$ cat src/include/spriteFast_consts.svh
`ifndef SPRITEFAST_CONSTS_SVH
`define SPRITEFAST_CONSTS_SVH

// Frame windows, in CLK_24M slots
`define SF_SLOT_LIST  5'd0
`define SF_SLOT_SCB2  5'd4
`define SF_SLOT_SCB3  5'd7
`define SF_SLOT_SCB4  5'd10
`define SF_SLOT_CPU   5'd13
// Five windows of three slots each
`define SF_SLOT_PARSE 5'd16
`define SF_SLOT_IDLE  5'd31

// Fast VRAM map
`define SF_VRAM_WORDS 2048
`define SF_SCB2_BASE  11'h000
`define SF_SCB3_BASE  11'h200
`define SF_SCB4_BASE  11'h400
`define SF_LIST_BASE  11'h600

`endif

$ cat src/verilog/spriteFastPkg.sv
package spriteFastPkg;

	// Fast VRAM word address
	typedef logic [10:0] vramAddrT;
	// Fast VRAM word
	typedef logic [15:0] vramDataT;
	// Sprite number, 0 to 511
	typedef logic [8:0] spriteIdxT;
	// Position inside the 32-cycle frame
	typedef logic [4:0] slotT;
	// Line count or render line
	typedef logic [8:0] lineT;
	// Active list entry, one bank
	typedef logic [6:0] listPtrT;

	// Parser pair machine
	typedef enum logic [1:0] {
		latchA,	// Looking for first match
		latchB,	// Looking for second match
		writeA,	// Store first of pair
		writeB	// Store second of pair
	} parseStateT;

endpackage

$ cat src/verilog/spriteParser.sv
`timescale 1ns/1ps
`include "spriteFast_consts.svh"

module spriteParser (
	input logic CLK_24M,
	input logic TEST,
	input spriteFastPkg::slotT slot,
	input spriteFastPkg::lineT vCount,
	input logic chbl,
	input logic bufFlip,
	input spriteFastPkg::vramDataT rdData,
	output spriteFastPkg::vramAddrT parseAddr,
	output spriteFastPkg::vramDataT parseWrData,
	output logic parseWe
);

	import spriteFastPkg::*;

	parseStateT state;
	spriteIdxT parseCnt;	// Sprite being scanned
	spriteIdxT spriteLatchA;
	spriteIdxT spriteLatchB;
	listPtrT listPtr;		// Next free list entry
	logic parseWin;
	logic parseEnd;		// Third slot of a parse window
	logic writing;
	logic [8:0] ySum;
	logic match;

	// Y carry rule, height ignored
	assign ySum = {1'b0, rdData[14:7]} + {1'b0, vCount[7:0]} + 9'd1;
	assign match = ySum[8] ^ rdData[15];	// Bit 15 is spriteY[8]

	assign parseWin = (slot >= `SF_SLOT_PARSE) && (slot != `SF_SLOT_IDLE);
	always_comb
	begin
		case (slot)
			`SF_SLOT_PARSE + 5'd2, `SF_SLOT_PARSE + 5'd5, `SF_SLOT_PARSE + 5'd8,
			`SF_SLOT_PARSE + 5'd11, `SF_SLOT_PARSE + 5'd14:
				parseEnd = 1'b1;
			default:
				parseEnd = 1'b0;
		endcase
	end

	assign writing = (state == writeA) || (state == writeB);
	assign parseWe = writing && parseWin && !parseEnd;	// First two slots of the window

	// List bank opposite to the one render walks
	assign parseAddr = writing ? `SF_LIST_BASE + {3'd0, ~bufFlip, listPtr}
		: `SF_SCB3_BASE + {2'd0, parseCnt};
	assign parseWrData = {7'd0, (state == writeA) ? spriteLatchA : spriteLatchB};

	always_ff @(posedge CLK_24M or posedge TEST)
	begin
		if (TEST)
		begin
			state <= latchA;
			parseCnt <= '0;
			listPtr <= '0;
		end
		else if ((slot == `SF_SLOT_IDLE) && chbl)
		begin
			// New line
			state <= latchA;
			parseCnt <= '0;
			listPtr <= '0;
		end
		else if (parseEnd)
		begin
			case (state)
				latchA:
				begin
					parseCnt <= parseCnt + 9'd1;
					if (match)
						state <= latchB;
				end
				latchB:
				begin
					parseCnt <= parseCnt + 9'd1;
					if (match)
						state <= writeA;
				end
				writeA:
				begin
					listPtr <= listPtr + 7'd1;
					state <= writeB;
				end
				default:
				begin
					listPtr <= listPtr + 7'd1;
					state <= latchA;	// Pair done
				end
			endcase
		end
	end

	// Matched sprite numbers
	always_ff @(posedge CLK_24M)
	begin
		if (parseEnd && match && (state == latchA))
			spriteLatchA <= parseCnt;
		if (parseEnd && match && (state == latchB))
			spriteLatchB <= parseCnt;
	end

	// A list write only ever stores a sprite number that a match has latched
	latchKnownOnWrite: assert property (
		@(posedge CLK_24M) disable iff (TEST)
		parseWe |-> !$isunknown(parseWrData)
	);

endmodule

$ cat config.mk
export PLATFORM = sky130hd
export DESIGN_NAME = spriteParser
export DESIGN_NICKNAME = d
export VERILOG_FILES = /design/src/verilog/spriteFastPkg.sv /design/src/verilog/spriteParser.sv
export VERILOG_INCLUDE_DIRS = /design/src /design/src/include
export SDC_FILE = /design/constraint.sdc
export NUM_CORES = 1
export LEC_CHECK = 0
export ABC_AREA = 1
export BUFFER_PORTS_ARGS = -buffer_cell sky130_fd_sc_hd__clkbuf_2
export CAP_MARGIN = 20
export CORE_MARGIN = 2
export CORE_UTILIZATION = 35
export DETAILED_ROUTE_END_ITERATION = 6
export RECOVER_POWER = 50
export SYNTH_ARGS = -nofsm -noshare
export SYNTH_HDL_FRONTEND = slang
export SYNTH_SLANG_ARGS = --single-unit
$ cat constraint.sdc
create_clock -name CLK_24M -period 4.5 [get_ports CLK_24M]
set_input_delay 0.9 -clock CLK_24M [delete_from_list [all_inputs] [get_ports CLK_24M]]
set_output_delay 0.9 -clock CLK_24M [all_outputs]
set_load 0.05 [all_outputs]
# Yosys cells after proc, flatten, opt, wreduce, memory -nomap -nowiden

Index checks and enable logic that the tools add are counted.

Add/subtract/negate cells: 6
$lt $le $gt $ge: 1
Equal/unequal tests: 13
Mux-type cells: 14
Bitwise logic cells: 2
Reductions and logical operators: 17

Operator list:

| cell                                                      | count |
|---|---|
| two-way mux 9 bit                                         | 4 |
| equality test 5 bit (second input constant)               | 6 |
| adder 10 x 9 -> 11 bit (first input constant)             | 2 |
| two-way mux 7 bit                                         | 3 |
| adder 9 x 1 -> 9 bit (second input constant)              | 2 |
| two-way mux 11 bit                                        | 1 |
| adder 8 x 8 -> 9 bit                                      | 1 |
| two-way mux 2 bit                                         | 4 |
| adder 7 x 1 -> 7 bit (second input constant)              | 1 |
| logical AND 1 bit                                         | 7 |
| != test 3 bit (second input constant)                     | 2 |
| case mux 2 bit (3 select lines)                           | 1 |
| greater-or-equal comparator 5 bit (second input constant) | 1 |
| != test 5 bit (second input constant)                     | 1 |
| OR reduction 5 bit                                        | 1 |
| equality test 2 bit (second input constant)               | 2 |
| AND reduction 2 bit                                       | 2 |
| nonzero test 2 bit                                        | 2 |
| AND reduction 3 bit                                       | 1 |
| equality test 2 x 1 -> 1 bit (second input constant)      | 1 |
| logical NOT 2 bit                                         | 1 |
| != test 2 x 1 -> 1 bit (second input constant)            | 1 |
| OR reduction 2 bit                                        | 1 |
| logical NOT 1 bit                                         | 1 |
| other kinds (4)                                           | 4 |

Register bits: 36
Input bits: 34
Output and inout bits: 28
Logic and storage cells: 58

# Depth between registers and ports, before layout

Gate-level depths: netlist (run 1).

Depth in word-level cells: 7
Mapped depth: 12
Gate-level depth less buffers: 12

# Least setup slack after synthesis (run 1)

Ideal clock, no wire load.

Path kind: reg2out
Start: register state[0]
End: output port parseAddr[3]
Data arrival time: 2.040 ns
Required time: 3.600 ns
Slack: 1.560 ns
Stages on the path, launching flop included: 6
Buffers on the path: 0
Path through: dfrtp_1 inv_1 ha_1 nor2_1 inv_1 o21ai_0

Word-level cells in the longest chain between the ends: 3
Elaborated cells between the ends (all ways): 4
Those cells by class: eq/ne: 2; mux: 1; reduce/logical: 1

RTL lines:

| what                   | RTL line           | RTL |
|---|---|---|
| from (decl)            | spriteParser.sv:19 | `parseStateT state;` |
| from (signal assigned) | spriteParser.sv:58 | `state <= latchA;` |
| from (signal assigned) | spriteParser.sv:65 | `state <= latchA;` |
| from (signal assigned) | spriteParser.sv:76 | `state <= latchB;` |
| equality test 2 bit    | spriteParser.sv:46 | `assign writing = (state == writeA) \|\| (state == writeB);` |
| logical OR 1 bit *     | spriteParser.sv:46 |  |
| named net writing      | spriteParser.sv:26 | `logic writing;` |
| two-way mux 11 bit *   | spriteParser.sv:50 | `` assign parseAddr = writing ? `SF_LIST_BASE + {3'd0, ~bufFlip, listPtr} `` |
| to (decl)              | spriteParser.sv:12 | `output spriteFastPkg::vramAddrT parseAddr,` |

The timed path passes the listed nets; every way through them passes the cells marked *.

# Final worst setup path (run 1)

Start: register state[0]
End: output port parseAddr[3]

Word-level cells in the longest chain between the ends: 3
Elaborated cells between the ends (all ways): 4
Those cells by class: eq/ne: 2; mux: 1; reduce/logical: 1

RTL lines:

| what                 | RTL line |
|---|---|
| equality test 2 bit  | spriteParser.sv:46 |
| logical OR 1 bit *   | spriteParser.sv:46 |
| two-way mux 11 bit * | spriteParser.sv:50 |

Every way passes the cells marked *; elsewhere a longest branch is shown, timed or not.

==> results of run 1 <==
-- cell families after synthesis --
family | count (synthesis)
DFF | 36
and+or+nand+nor | 115
buffers and inverters | 45
AOI/OAI and AO/OA | 33
xor gates and xnor gates | 6
other | 2
adders and majority gates | 13
-- Yosys cell counts --
| cell type | number | area share, % |
|---|---|---|
| edfxtp_1 | 18 | 25 |
| o21a_1 | 2 | 0.70 |
| o2111ai_1 | 1 | 0.41 |
| a21oi_1 | 8 | 1.9 |
| xor2_1 | 6 | 2.5 |
| a21oi_2 | 3 | 1.2 |
| nand2_1 | 62 | 11 |
| inv_1 | 28 | 4.9 |
| buf_6 | 1 | 0.53 |
| ha_1 | 13 | 7.6 |
| nor2_2 | 1 | 0.29 |
| clkbuf_1 | 1 | 0.18 |
| nor2_4 | 2 | 1.1 |
| inv_2 | 2 | 0.35 |
| conb_1 | 2 | 0.35 |
| a22o_1 | 1 | 0.41 |
| nor3_2 | 1 | 0.47 |
| dfrtp_1 | 18 | 21 |
| nand3_1 | 25 | 5.9 |
| buf_4 | 10 | 3.5 |
| nor3_1 | 2 | 0.47 |
| clkinv_1 | 1 | 0.18 |
| nand2_2 | 3 | 0.88 |
| buf_2 | 2 | 0.47 |
| o21ai_1 | 1 | 0.23 |
| o21ai_0 | 17 | 4.0 |
| nor2_1 | 17 | 3.0 |
| nand3_4 | 1 | 0.82 |
| and3_1 | 1 | 0.29 |
-- critical path: stages, from the launching register on --
cell and delay [ns]:
dfrtp_1 0.42, inv_1 0.10, ha_1 0.41, nor2_1 0.10
buf_4 0.19, inv_1 0.19, nand2_1 0.07, o21ai_0 0.10
clkbuf_2 0.31
-- placed cells by master (no fill, tap or decap), types with 13 or more instances in the layout --
| master | n |
|---|---|
| dfrtp_1 | 18 |
| nand3_1 | 26 |
| edfxtp_1 | 18 |
| nand2_1 | 65 |
| ha_1 | 13 |
| clkbuf_2 | 45 |
| inv_1 | 28 |
| nor2_1 | 20 |
| o21ai_0 | 17 |
-- per-layer routing --
layer | GRT usage, % | share of wire (%)
met2 | 23.3 | 49
met4 | 4.00 | 1.2
met1 | 16.0 | 47
met3 | 3.30 | 3.0
met5 | 0 | 0
-- final cells by class --
class | count | area share, %
flip-flops and latches | 36 | 40.4
multi-input cells | 175 | 37.1
repair buffers | 46 | 9.48
inverters | 31 | 4.74
well taps | 75 | 3.82
clock buffers | 5 | 2.80
clock inverters | 3 | 1.73
-- metrics by stage --
step / hold slack (ns) / total power, mW / setup WS (ns)
floorplan: 0.442 / 1.17 / 1.56
global placement: 0.472 / 1.34 / 1.60
detailed placement: 0.484 / 1.35 / 1.61
CTS: 0.511 / 1.63 / 1.39
global route: 0.522 / 1.72 / 1.29
finish: 0.512 / 1.60 / 1.43
-- state kept, by name, summed over array words and instances (netlist names) --
signal        cells
parseCnt          9
state             2
spriteLatchB      9
spriteLatchA      9
listPtr           7
-- where the power goes --
group	leakage (nW)	switching (mW)	total [mW]	internal, mW
Sequential	0.401	0.0816	0.526	0.445
Clock	0.0541	0.113	0.277	0.164
Combinational	0.792	0.603	0.797	0.193
Total	1.25	0.798	1.60	0.802
-- worst min-delay path by stage --
stage	start	to	slack, ns
6_report	parseCnt[8]	spriteLatchB[8]	0.51
5_1_grt	parseCnt[8]	spriteLatchA[8]	0.52
4_1_cts	parseCnt[8]	spriteLatchB[8]	0.51
3_5_place_dp	parseCnt[8]	spriteLatchB[8]	0.48
3_3_place_gp	parseCnt[8]	spriteLatchA[8]	0.47
2_1_floorplan	parseCnt[8]	spriteLatchA[8]	0.44
==> summary.md, run 1 <==
Using the TritonRoute via totals, the vias-per-cell ratio works out to 4.44. In this run the power density over the cells is 652 nW/µm². The worst path uses 68.2% of the clock period. For the die footprint, the log shows 6730 µm².

The register area was 991 µm²; the number of global-route vias before repair was 1507. The height of the die was 82.1 µm. After detailed placement, the total cell area comes to 2380 µm².

The clock passes through at most 2 buffers. In the final design database the tool counted 342 nets. The total clock sinks is 36, and the register bit count reported by yosys is 36.

The run gives 0 as the remaining antenna violation count. Pin placement for this block handled 62 I/O pins. At the end of the flow the core is filled with cells to 41.5%. The run gives 0 as the initial antenna violation count. For this run, the number of Yosys warnings is 0. Entering global routing, the biggest net connects 19 pins. The category of the critical setup timing path was reg2out. Simple-gate portion of the synthesized area: 24.1%. The overall overflow remaining after global route was 0; the XOR/XNOR share of the synthesized area was 2.46%.

Summing all multi-input logic gate instances after layout gives 910 µm². After synthesis, the netlist uses 29 different library cells. Gates resized during post-CTS repair numbered 0. The detailed-route wire length was 3970 µm; the final critical delay including setup and external delays was 3.07 ns. Of the synthesized area, sequential elements account for 46.5%. The number of placed instances, taps included, is 363. Aggregate global-route resource usage: 13.3%.

The synthesized netlist devotes 8.86% of its cell area to compound gates. For the detailed placement HPWL, the log shows 3020 µm. The flow ran to the end, and the final reports show no timing, DRC or antenna violations. The run gives 250 as the number of standard cells after synthesis. The capturing element of the worst setup path is parseAddr[3]. Across the run, the number of max-cap violations was 0. In the routed design, unresolved DRC markers number 0. The logs give 0 for the final hold violation count and 2.17 ns for the data arrival time of the worst path. Sort of element at the start of the critical path: a flop. For the max-slew violation total from the final report, the log shows 0. The filler cell count was 622; the number of buffers inserted by hold repair at cts was 0.

The worst hold path cell count is 0. The count of non-filler cells in the finished layout was 371. The adder and majority cell fraction of the synthesized area is 7.63%, and the setup slack of the worst register-to-register path is 2.44 ns. At the later pin of the worst-skew pair, clock insertion delay measures 0.28 ns. Summed over all cells, the static leakage comes to 1.25 nW. Setup repair after global routing left no endpoint under its margin.

Setup violations remaining at the end of the flow were counted as 0. Clock skew on the completed layout was measured at 0.00811 ns. In this run the critical register-to-register path is captured at listPtr[5]. The worst setup path is captured at an output port. The tools report the post-CTS setup buffer count as 0. The transition time at the pin with the least slew margin was 0.964 ns. Summed over all failing endpoints, the final setup total negative slack is 0 ns. Launching point of the worst reg2reg path: state[0]. The area growth from synthesis to layout is 15.1%.

In this run the number of H-tree levels came out at 2. The maximum fanout encountered on the critical timing path is 13, and the die boundary width is 82.1 µm. Buffers inserted during clock tree synthesis total 5. TritonCTS built the clock tree. The per-cell routed wire length was 10.7 µm; the total number of placement rows was 28.

After routing the design area is 2450 µm². IR analysis of the VDD net gives a maximum drop of 0.611 mV. The congestion estimate from routability-driven global placement came to 0.783. The repair_antennas step left the layout with diodes totalling 0. The worst pin sits at a relative slew slack of 35.5%. Buffers placed on the I/O ports in this run total 45. Clock-pin slew was measured on the worst setup and hold paths at 0.08 ns. In this run the worst setup path begins at state[0]. CTS placed an instance of clkbuf_8 at the clock tree root. The total area inside the core boundary comes to 5920 µm². The first global-routing pass estimated 6710 µm of wire. For the via count of the routed design, the log shows 1648. The worst register-to-register path has a depth of 8. The mapped netlist covers 2130 µm². The kind of path behind the tightest hold check is reg2reg.

STA puts the critical path data required time at 3.60 ns. The initial utilization of the core area, before any placement, comes to 36.0%. For this run, the top clock speed supported by timing is 326 MHz.

Of the post-synthesis cell area, the part taken by muxes is 0%. Averaged over all synthesized cells, the footprint is 8.53 µm². The first detailed-routing pass ran for 4 iterations. By area, the combinational part of the netlist is dominated by simple AND/OR/NAND/NOR gates. The initial DRC count is 52, and the fraction of final layout cells sized beyond drive strength 1 is 20.3%.
Power figures use the tool's default switching activity.
==> run 2: changes to the inputs <==
==> constraint.sdc (replaced) <==
create_clock -name CLK_24M -period 2.85 [get_ports CLK_24M]
set_input_delay 0.57 -clock CLK_24M [delete_from_list [all_inputs] [get_ports CLK_24M]]
set_output_delay 0.57 -clock CLK_24M [all_outputs]
set_load 0.05 [all_outputs]
==> run 2 against run 1 <==
Against the previous run: critical path depth decreased by 2; setup slack worse by 1.0 ns; via count up 0.42%; non-clock buffer count rose by 4; sequential share of layout area decreased by 0.59 points; total power grew 58%; cell count is 1.1% higher; count of clock-buffer cells in the layout stayed put; sequential power is 57% higher.
==> summary.md, run 2 (synthesis results as in run 1) <==
The tools report the max-slew violation total from the final report as 0 (unchanged). The logs give 2 (unchanged) for the level count of the clock H-tree and 0 (unchanged) for the overall overflow remaining after global route. The initial antenna violation count is 0 (unchanged), and the final hold slack is 0.370 ns (was 0.512 ns). The cell count after placement came out at 367 (was 363). Largest regs: parseCnt x9, spriteLatchA x9, spriteLatchB x9 (unchanged). For the number of detailed-routing iterations run before antenna repair, the log shows 4 (unchanged). Relative contribution of combinational cells to total power: 50.1% (was 49.8%).

The fraction of final layout cells sized beyond drive strength 1 was 22.0% (was 20.3%). Setup repair after global routing left no endpoint under its margin. The tools report the initial DRC count as 55 (was 52). The final cycle utilization of the critical path is 85.1%. The root buffer cell is clkbuf_8 (unchanged).

For the aggregate global-route resource usage, the log shows 12.7% (was 13.3%). The net switching power figure came out at 1.25 mW (was 0.798 mW). The multi-input combinational cell area was 917 µm² (was 910 µm²). The total clock sinks was 36 (unchanged). The largest buffer count on any clock path was 2 (unchanged). The tools report the worst voltage drop across the vdd grid as 0.930 mV (was 0.611 mV). The run finished with clean final reports. The effective utilization at floorplan was 36.0% (unchanged); the post-place instance area was 2410 µm² (was 2380 µm²). The mean number of vias per cell came out at 4.41 (was 4.44). The element type at the critical path end was an output port (unchanged). Die boundary width: 82.1 µm (unchanged). The run gives 991 µm² (unchanged) as the register area. The number of I/O port buffers is 45 (unchanged). The clock latency at the later pin of the worst-skew pair was 0.28 ns (about the same); the sum of routed wire segments on met1 was 1770 µm (was 1860 µm).

The tools report the sort of element at the start of the critical path as a flop (unchanged). The commonest non-fill, non-tap cell in the layout was nand2_1 (unchanged). The number of global-route vias before repair is 1514 (was 1507).

Most frequent cells in the layout: nand2_1, clkbuf_2, inv_1, nand3_1, nor2_1 (unchanged). The clock edge transition at the registers on the reported setup and hold paths was 0.07 ns (was 0.08 ns). The height of the die is 82.1 µm (unchanged), and the max-cap check violation count is 0 (unchanged).

The remaining antenna violation count was 0 (unchanged). Power per unit of standard cell area: 1020 nW/µm² (was 652 nW/µm²). Switching portion of total power: 49.6% (was 49.9%). The tools report the filler cell count as 613 (was 622). The kind of path behind the tightest hold check was in2async (was reg2reg). The met2 wire length came out at 1880 µm (was 1940 µm). The logs give 0 (unchanged) for the final hold violation count and 5920 µm² (unchanged) for the area of the core region. The maximum fanout encountered on the critical timing path came out at 7 (was 13). The tools report the largest clock skew in the final design as 0.00668 ns (was 0.00811 ns). The detailed-route wire length was 3850 µm (was 3970 µm); the final critical delay including setup and external delays was 2.43 ns. The net total in the final layout is 346 (was 342), and the post-synthesis to final-layout area growth is 16.8% (was 15.1%).

For the placer congestion estimate, the log shows 0.775 (was 0.783). The clock group share of total power was 17.3% (about the same); the count of instances resized after the clock tree is built was 0 (unchanged). The transition time at the pin with the least slew margin came out at 0.967 ns (was 0.964 ns). The tools report the die footprint as 6730 µm² (unchanged). The setup TNS came out at 0 ns (unchanged). The worst relative slew slack came out at 35.3% (was 35.5%). The top achievable clock speed came out at 412 MHz.

Category of the critical setup timing path: reg2out (unchanged). The post-CTS setup buffer count was 0 (unchanged). The tools report the detailed placement HPWL as 2960 µm (was 3020 µm). The cell internal power dissipation is 1.28 mW (was 0.802 mW).

The run gives 28 (unchanged) as the total number of placement rows. The count of non-filler cells in the finished layout was 375 (was 371). The tools report the via count of the routed design as 1655 (was 1648).

The run gives 32.7% (was 32.9%) as the fraction of power consumed by sequential logic. The highest metal layer used by the detailed router is met4 (unchanged). The wire length of the first global-routing pass was 6570 µm (was 6710 µm); the data arrival time of the worst path was 1.86 ns (was 2.17 ns). The final design area excluding fillers came out at 2490 µm² (was 2450 µm²). The critical path required time is 2.28 ns (was 3.60 ns), and the per-cell routed wire length is 10.3 µm (was 10.7 µm).

The number of setup violations in the final report came out at 0 (unchanged). For the number of buffers inserted by hold repair at cts, the log shows 0 (unchanged). The remaining routing DRC violations was 0 (unchanged).

The logs give 62 (unchanged) for the number of top-level design ports and 2.53 mW (was 1.60 mW) for the sum of internal, switching and leakage power. The largest net degree at the start of global routing was 19 (unchanged); the setup slack of the worst register-to-register path was 0.90 ns (was 2.44 ns). The logs give 0 (unchanged) for the antenna cell count and 181 µm (was 119 µm) for the met3 wire length.

TritonCTS built the clock tree. The total CTS buffers is 5 (unchanged). The total leakage power was 1.26 nW (was 1.25 nW).
-- run 2: changes by cell type in the layout (fill, tap and decap cells not counted), sizes merged --
cell / change
buf: +4
-- run 2: final timing paths --
path / startpoint / endpoint / cells after the start
setup / recovery: state[0] / parseAddr[4] / 6
hold / removal: TEST / listPtr[5] / 2
setup reg to reg: state[0] / parseCnt[6] / 7
hold reg to reg: parseCnt[8] / spriteLatchB[8] / 0
max in group asynchronous: TEST / parseCnt[6] / 2
min in group CLK_24M: parseCnt[8] / spriteLatchB[8] / 0
-- run 2: power by group through the flow --
| stage | clock [mW] | combinational [mW] | sequential [mW] |
|---|---|---|---|
| 2_1_floorplan | 0 | 1.05 | 0.798 |
| 3_3_place_gp | 0 | 1.29 | 0.829 |
| 3_5_place_dp | 0 | 1.30 | 0.835 |
| 4_1_cts | 0.450 | 1.30 | 0.825 |
| 5_1_grt | 0.468 | 1.40 | 0.847 |
| 6_report | 0.437 | 1.27 | 0.827 |
-- run 2: critical path, stage by stage (launching register included) --
cell	delay, ns
dfrtp_1	0.40
inv_1	0.08
ha_1	0.23
nor2_1	0.18
inv_1	0.16
o21ai_0	0.22
clkbuf_2	0.31
-- run 2: cell type report --
class                   count  share of cell area, %
well taps                  75                   3.77
multi-input cells         175                   36.8
clock buffers               5                   2.76
repair buffers             50                   10.5
flip-flops and latches     36                   39.8
inverters                  31                   4.67
clock inverters             3                   1.71
-- run 2: per-stage QoR --
stage | utilization [%] | setup slack [ns]
2_1_floorplan | - | 0.240
3_3_place_gp | 40.7 | 0.679
3_5_place_dp | 40.7 | 0.671
4_1_cts | 42.6 | 0.393
5_1_grt | 42.1 | 0.237
6_report | 42.1 | 0.425
-- run 2: per-layer routing --
| metal | GRT usage, % | vias to the layer above |
|---|---|---|
| met1 | 16.2 | 726 |
| met4 | 3.00 | 0 |
| met3 | 2.97 | 2 |
| li1 | - | 893 |
| met2 | 21.7 | 34 |
| met5 | 0 | - |
==> run 3: changes to the inputs <==
==> constraint.sdc (replaced) <==
create_clock -name CLK_24M -period 2.85 [get_ports CLK_24M]
set_input_delay 0.7125 -clock CLK_24M [delete_from_list [all_inputs] [get_ports CLK_24M]]
set_output_delay 0.7125 -clock CLK_24M [all_outputs]
set_load 0.05 [all_outputs]
==> run 3 against run 2 <==
Against the previous run: cell area grew 0.85%; cell count shrank 0.27%; global-route usage is essentially flat; die area is the same.
==> summary.md, run 3 (synthesis results as in run 1) <==
The commonest non-fill, non-tap cell in the layout is nand2_1 (unchanged). The post-CTS setup buffer count was 0 (unchanged); the final cycle utilization of the critical path was 92.6% (was 85.1%). Largest regs: parseCnt x9, spriteLatchA x9, spriteLatchB x9 (unchanged).

The number of top-level design ports is 62 (unchanged). The path with the worst hold slack has its endpoint at spriteLatchB[8]. The slowest library cell on the worst path is dfrtp_1 (unchanged). The least setup slack across all paths after layout is 0.210 ns (was 0.425 ns). The tools report the level count of the clock H-tree as 2 (unchanged). Buffer and inverter count on the worst path: 4 (was 3).

Effective utilization at floorplan: 36.0% (unchanged). The run gives 12.6% (was 12.7%) as the aggregate global-route resource usage. Most frequent cells in the layout: nand2_1, clkbuf_2, inv_1, nand3_1, nor2_1 (unchanged). The launching point of the worst reg2reg path was state[0] (unchanged). The logs give 0.490 ns (was 0.370 ns) for the final hold slack and 1.27 nW (was 1.26 nW) for the total leakage power.

The switching portion of total power is 49.1% (was 49.6%), and the post-synthesis to final-layout area growth is 17.8% (was 16.8%). For the total clock sinks, the log shows 36 (unchanged). The largest buffer count on any clock path was 2 (unchanged). Kind of path behind the tightest hold check: reg2reg (was in2async).

For the fraction of power consumed by sequential logic, the log shows 32.0% (was 32.7%). The antenna cell count is 0 (unchanged). The clock group share of total power came out at 16.8% (was 17.3%). The remaining antenna violation count was 0 (unchanged); the area of the core region was 5920 µm² (unchanged). Hold path startpoint: parseCnt[8]. The number of cells traversed by the worst register-to-register path is 7 (unchanged).

The fraction of final layout cells sized beyond drive strength 1 is 21.7% (was 22.0%), and the number of I/O port buffers is 45 (unchanged). The post-place instance area is 2430 µm² (was 2410 µm²). Critical path required time: 2.14 ns (was 2.28 ns).

The largest net degree at the start of global routing is 19 (unchanged), and the power per unit of standard cell area is 1030 nW/µm² (was 1020 nW/µm²). The cell internal power dissipation is 1.31 mW (was 1.28 mW). The tools report the die footprint as 6730 µm² (unchanged). The tools report the element type at the critical path end as an output port (unchanged).

The transition time at the pin with the least slew margin is 0.950 ns (was 0.967 ns), and the final hold violation count is 0 (unchanged). The run gives 75 (was 55) as the initial DRC count. Total CTS buffers: 5 (unchanged). The height of the die is 82.1 µm (unchanged).

The cell repeated most along the worst path is inv_1 (unchanged). The logs give 379 MHz (was 412 MHz) for the top achievable clock speed and 28 (unchanged) for the total number of placement rows. The root buffer cell is clkbuf_8 (unchanged). The filler cell count is 605 (was 613), and the via count of the routed design is 1698 (was 1655). The worst hold path passes through 0 cells. The minimum setup slack after placement was 0.374 ns (was 0.671 ns). TritonCTS built the clock tree. The final critical delay including setup and external delays came out at 2.64 ns (was 2.43 ns). The net switching power figure came out at 1.26 mW (was 1.25 mW).

The max-cap check violation count came out at 0 (unchanged). The logs give 1472 (was 1514) for the number of global-route vias before repair and 2950 µm (was 2960 µm) for the detailed placement HPWL. For the number of setup violations in the final report, the log shows 0 (unchanged). The run gives 0.86 ns (was 0.90 ns) as the setup slack of the worst register-to-register path. The family of cells with the greatest summed delay on the critical path was buffers and inverters (unchanged).

The maximum fanout encountered on the critical timing path was 11 (was 7). The die boundary width came out at 82.1 µm (unchanged). The run finished with clean final reports. The run gives 345 (was 346) as the net total in the final layout.

The run gives 0 (unchanged) as the initial antenna violation count. The per-cell routed wire length is 10.3 µm (about the same), and the detailed-route wire length is 3860 µm (was 3850 µm). The setup TNS was 0 ns (unchanged); the relative contribution of combinational cells to total power was 51.1% (was 50.1%). The sort of element at the start of the critical path was a flop (unchanged). The final design area excluding fillers was 2510 µm² (was 2490 µm²); the worst relative slew slack was 36.4% (was 35.3%). Setup repair after global routing left no endpoint under its margin. Series of cell instances along the critical path: inv_1 > ha_2 > nor2_1 > inv_1 > o2111ai_1 > inv_1 > clkbuf_2 (was inv_1 > ha_1 > nor2_1 > inv_1 > o21ai_0 > clkbuf_2). The endpoint of the most critical register-to-register path is parseCnt[6] (unchanged).

The run gives 2.58 mW (was 2.53 mW) as the sum of internal, switching and leakage power. The tools report the clock latency at the later pin of the worst-skew pair as 0.28 ns (about the same). The data arrival time of the worst path is 1.93 ns (was 1.86 ns), and the mean number of vias per cell is 4.54 (was 4.41). The category of the critical setup timing path is reg2out (unchanged). The clock edge transition at the registers on the reported setup and hold paths came out at 0.07 ns (about the same).

The number of stages on the worst setup path was 7 (was 6). The logs give 4 (unchanged) for the number of detailed-routing iterations run before antenna repair and 0 (unchanged) for the remaining routing DRC violations. The delay contributed by the slowest stage of the critical path works out to 0.42 ns (was 0.40 ns).

The tools report the max-slew violation total from the final report as 0 (unchanged). The tools report the largest clock skew in the final design as 0.00438 ns (was 0.00668 ns). For the overall overflow remaining after global route, the log shows 0 (unchanged). Worst voltage drop across the vdd grid: 0.652 mV (was 0.930 mV). The run gives 6420 µm (was 6570 µm) as the wire length of the first global-routing pass.

The placer congestion estimate came out at 0.823 (was 0.775).
[run 3: what timing repair did]
action,CTS,global route
gates resized for setup,0,3
hold endpoints to repair,0,0
setup endpoints to repair,0,16
hold buffers,0,0
[run 3: cell type report]
cell class                      instances  area [µm²]  area share (%)
Clock inverter                          2        35.0            1.39
Sequential cell                        36         991            39.4
Inverter                               31         116            4.63
Timing Repair Buffer                   49         284            11.3
Clock buffer                            6        72.6            2.89
Multi-Input combinational cell        175         920            36.6
Tap cell                               75        93.8            3.74
[run 3: worst max-delay path by stage]
stage,start,to
floorplan,state[0],parseAddr[3]
global placement,state[0],parseAddr[4]
detailed placement,state[0],parseWrData[4]
CTS,state[0],parseWe
global route,state[0],parseWe
finish,state[0],parseWe
[run 3: worst register-to-register path: stages (launching register included)]
cell and delay [ns]:
dfrtp_1 0.42, inv_1 0.10, ha_1 0.16, nor2_1 0.06
nor2_1 0.73, nor2_1 0.14, inv_1 0.16, o21ai_0 0.09
[run 3: power groups by stage]
| stage | clock network [mW] | registers, mW | logic, mW |
|---|---|---|---|
| after floorplan | 0 | 0.798 | 1.05 |
| after global placement | 0 | 0.829 | 1.33 |
| after detailed placement | 0 | 0.834 | 1.34 |
| after CTS | 0.443 | 0.824 | 1.35 |
| after global routing | 0.474 | 0.849 | 1.45 |
| final | 0.434 | 0.826 | 1.32 |
[run 3: layer usage]
metal,wire length (µm),GRT usage [%]
met1,1690,15.5
met2,1940,21.2
met3,184,3.19
met4,51,5.00
met5,0,0
[run 3: metrics by stage]
step                util [%]  cells
finish                  42.4    374
detailed placement      41.1    366
global route            42.4    374
global placement        41.1    366
CTS                     42.9    374
floorplan                  -    256
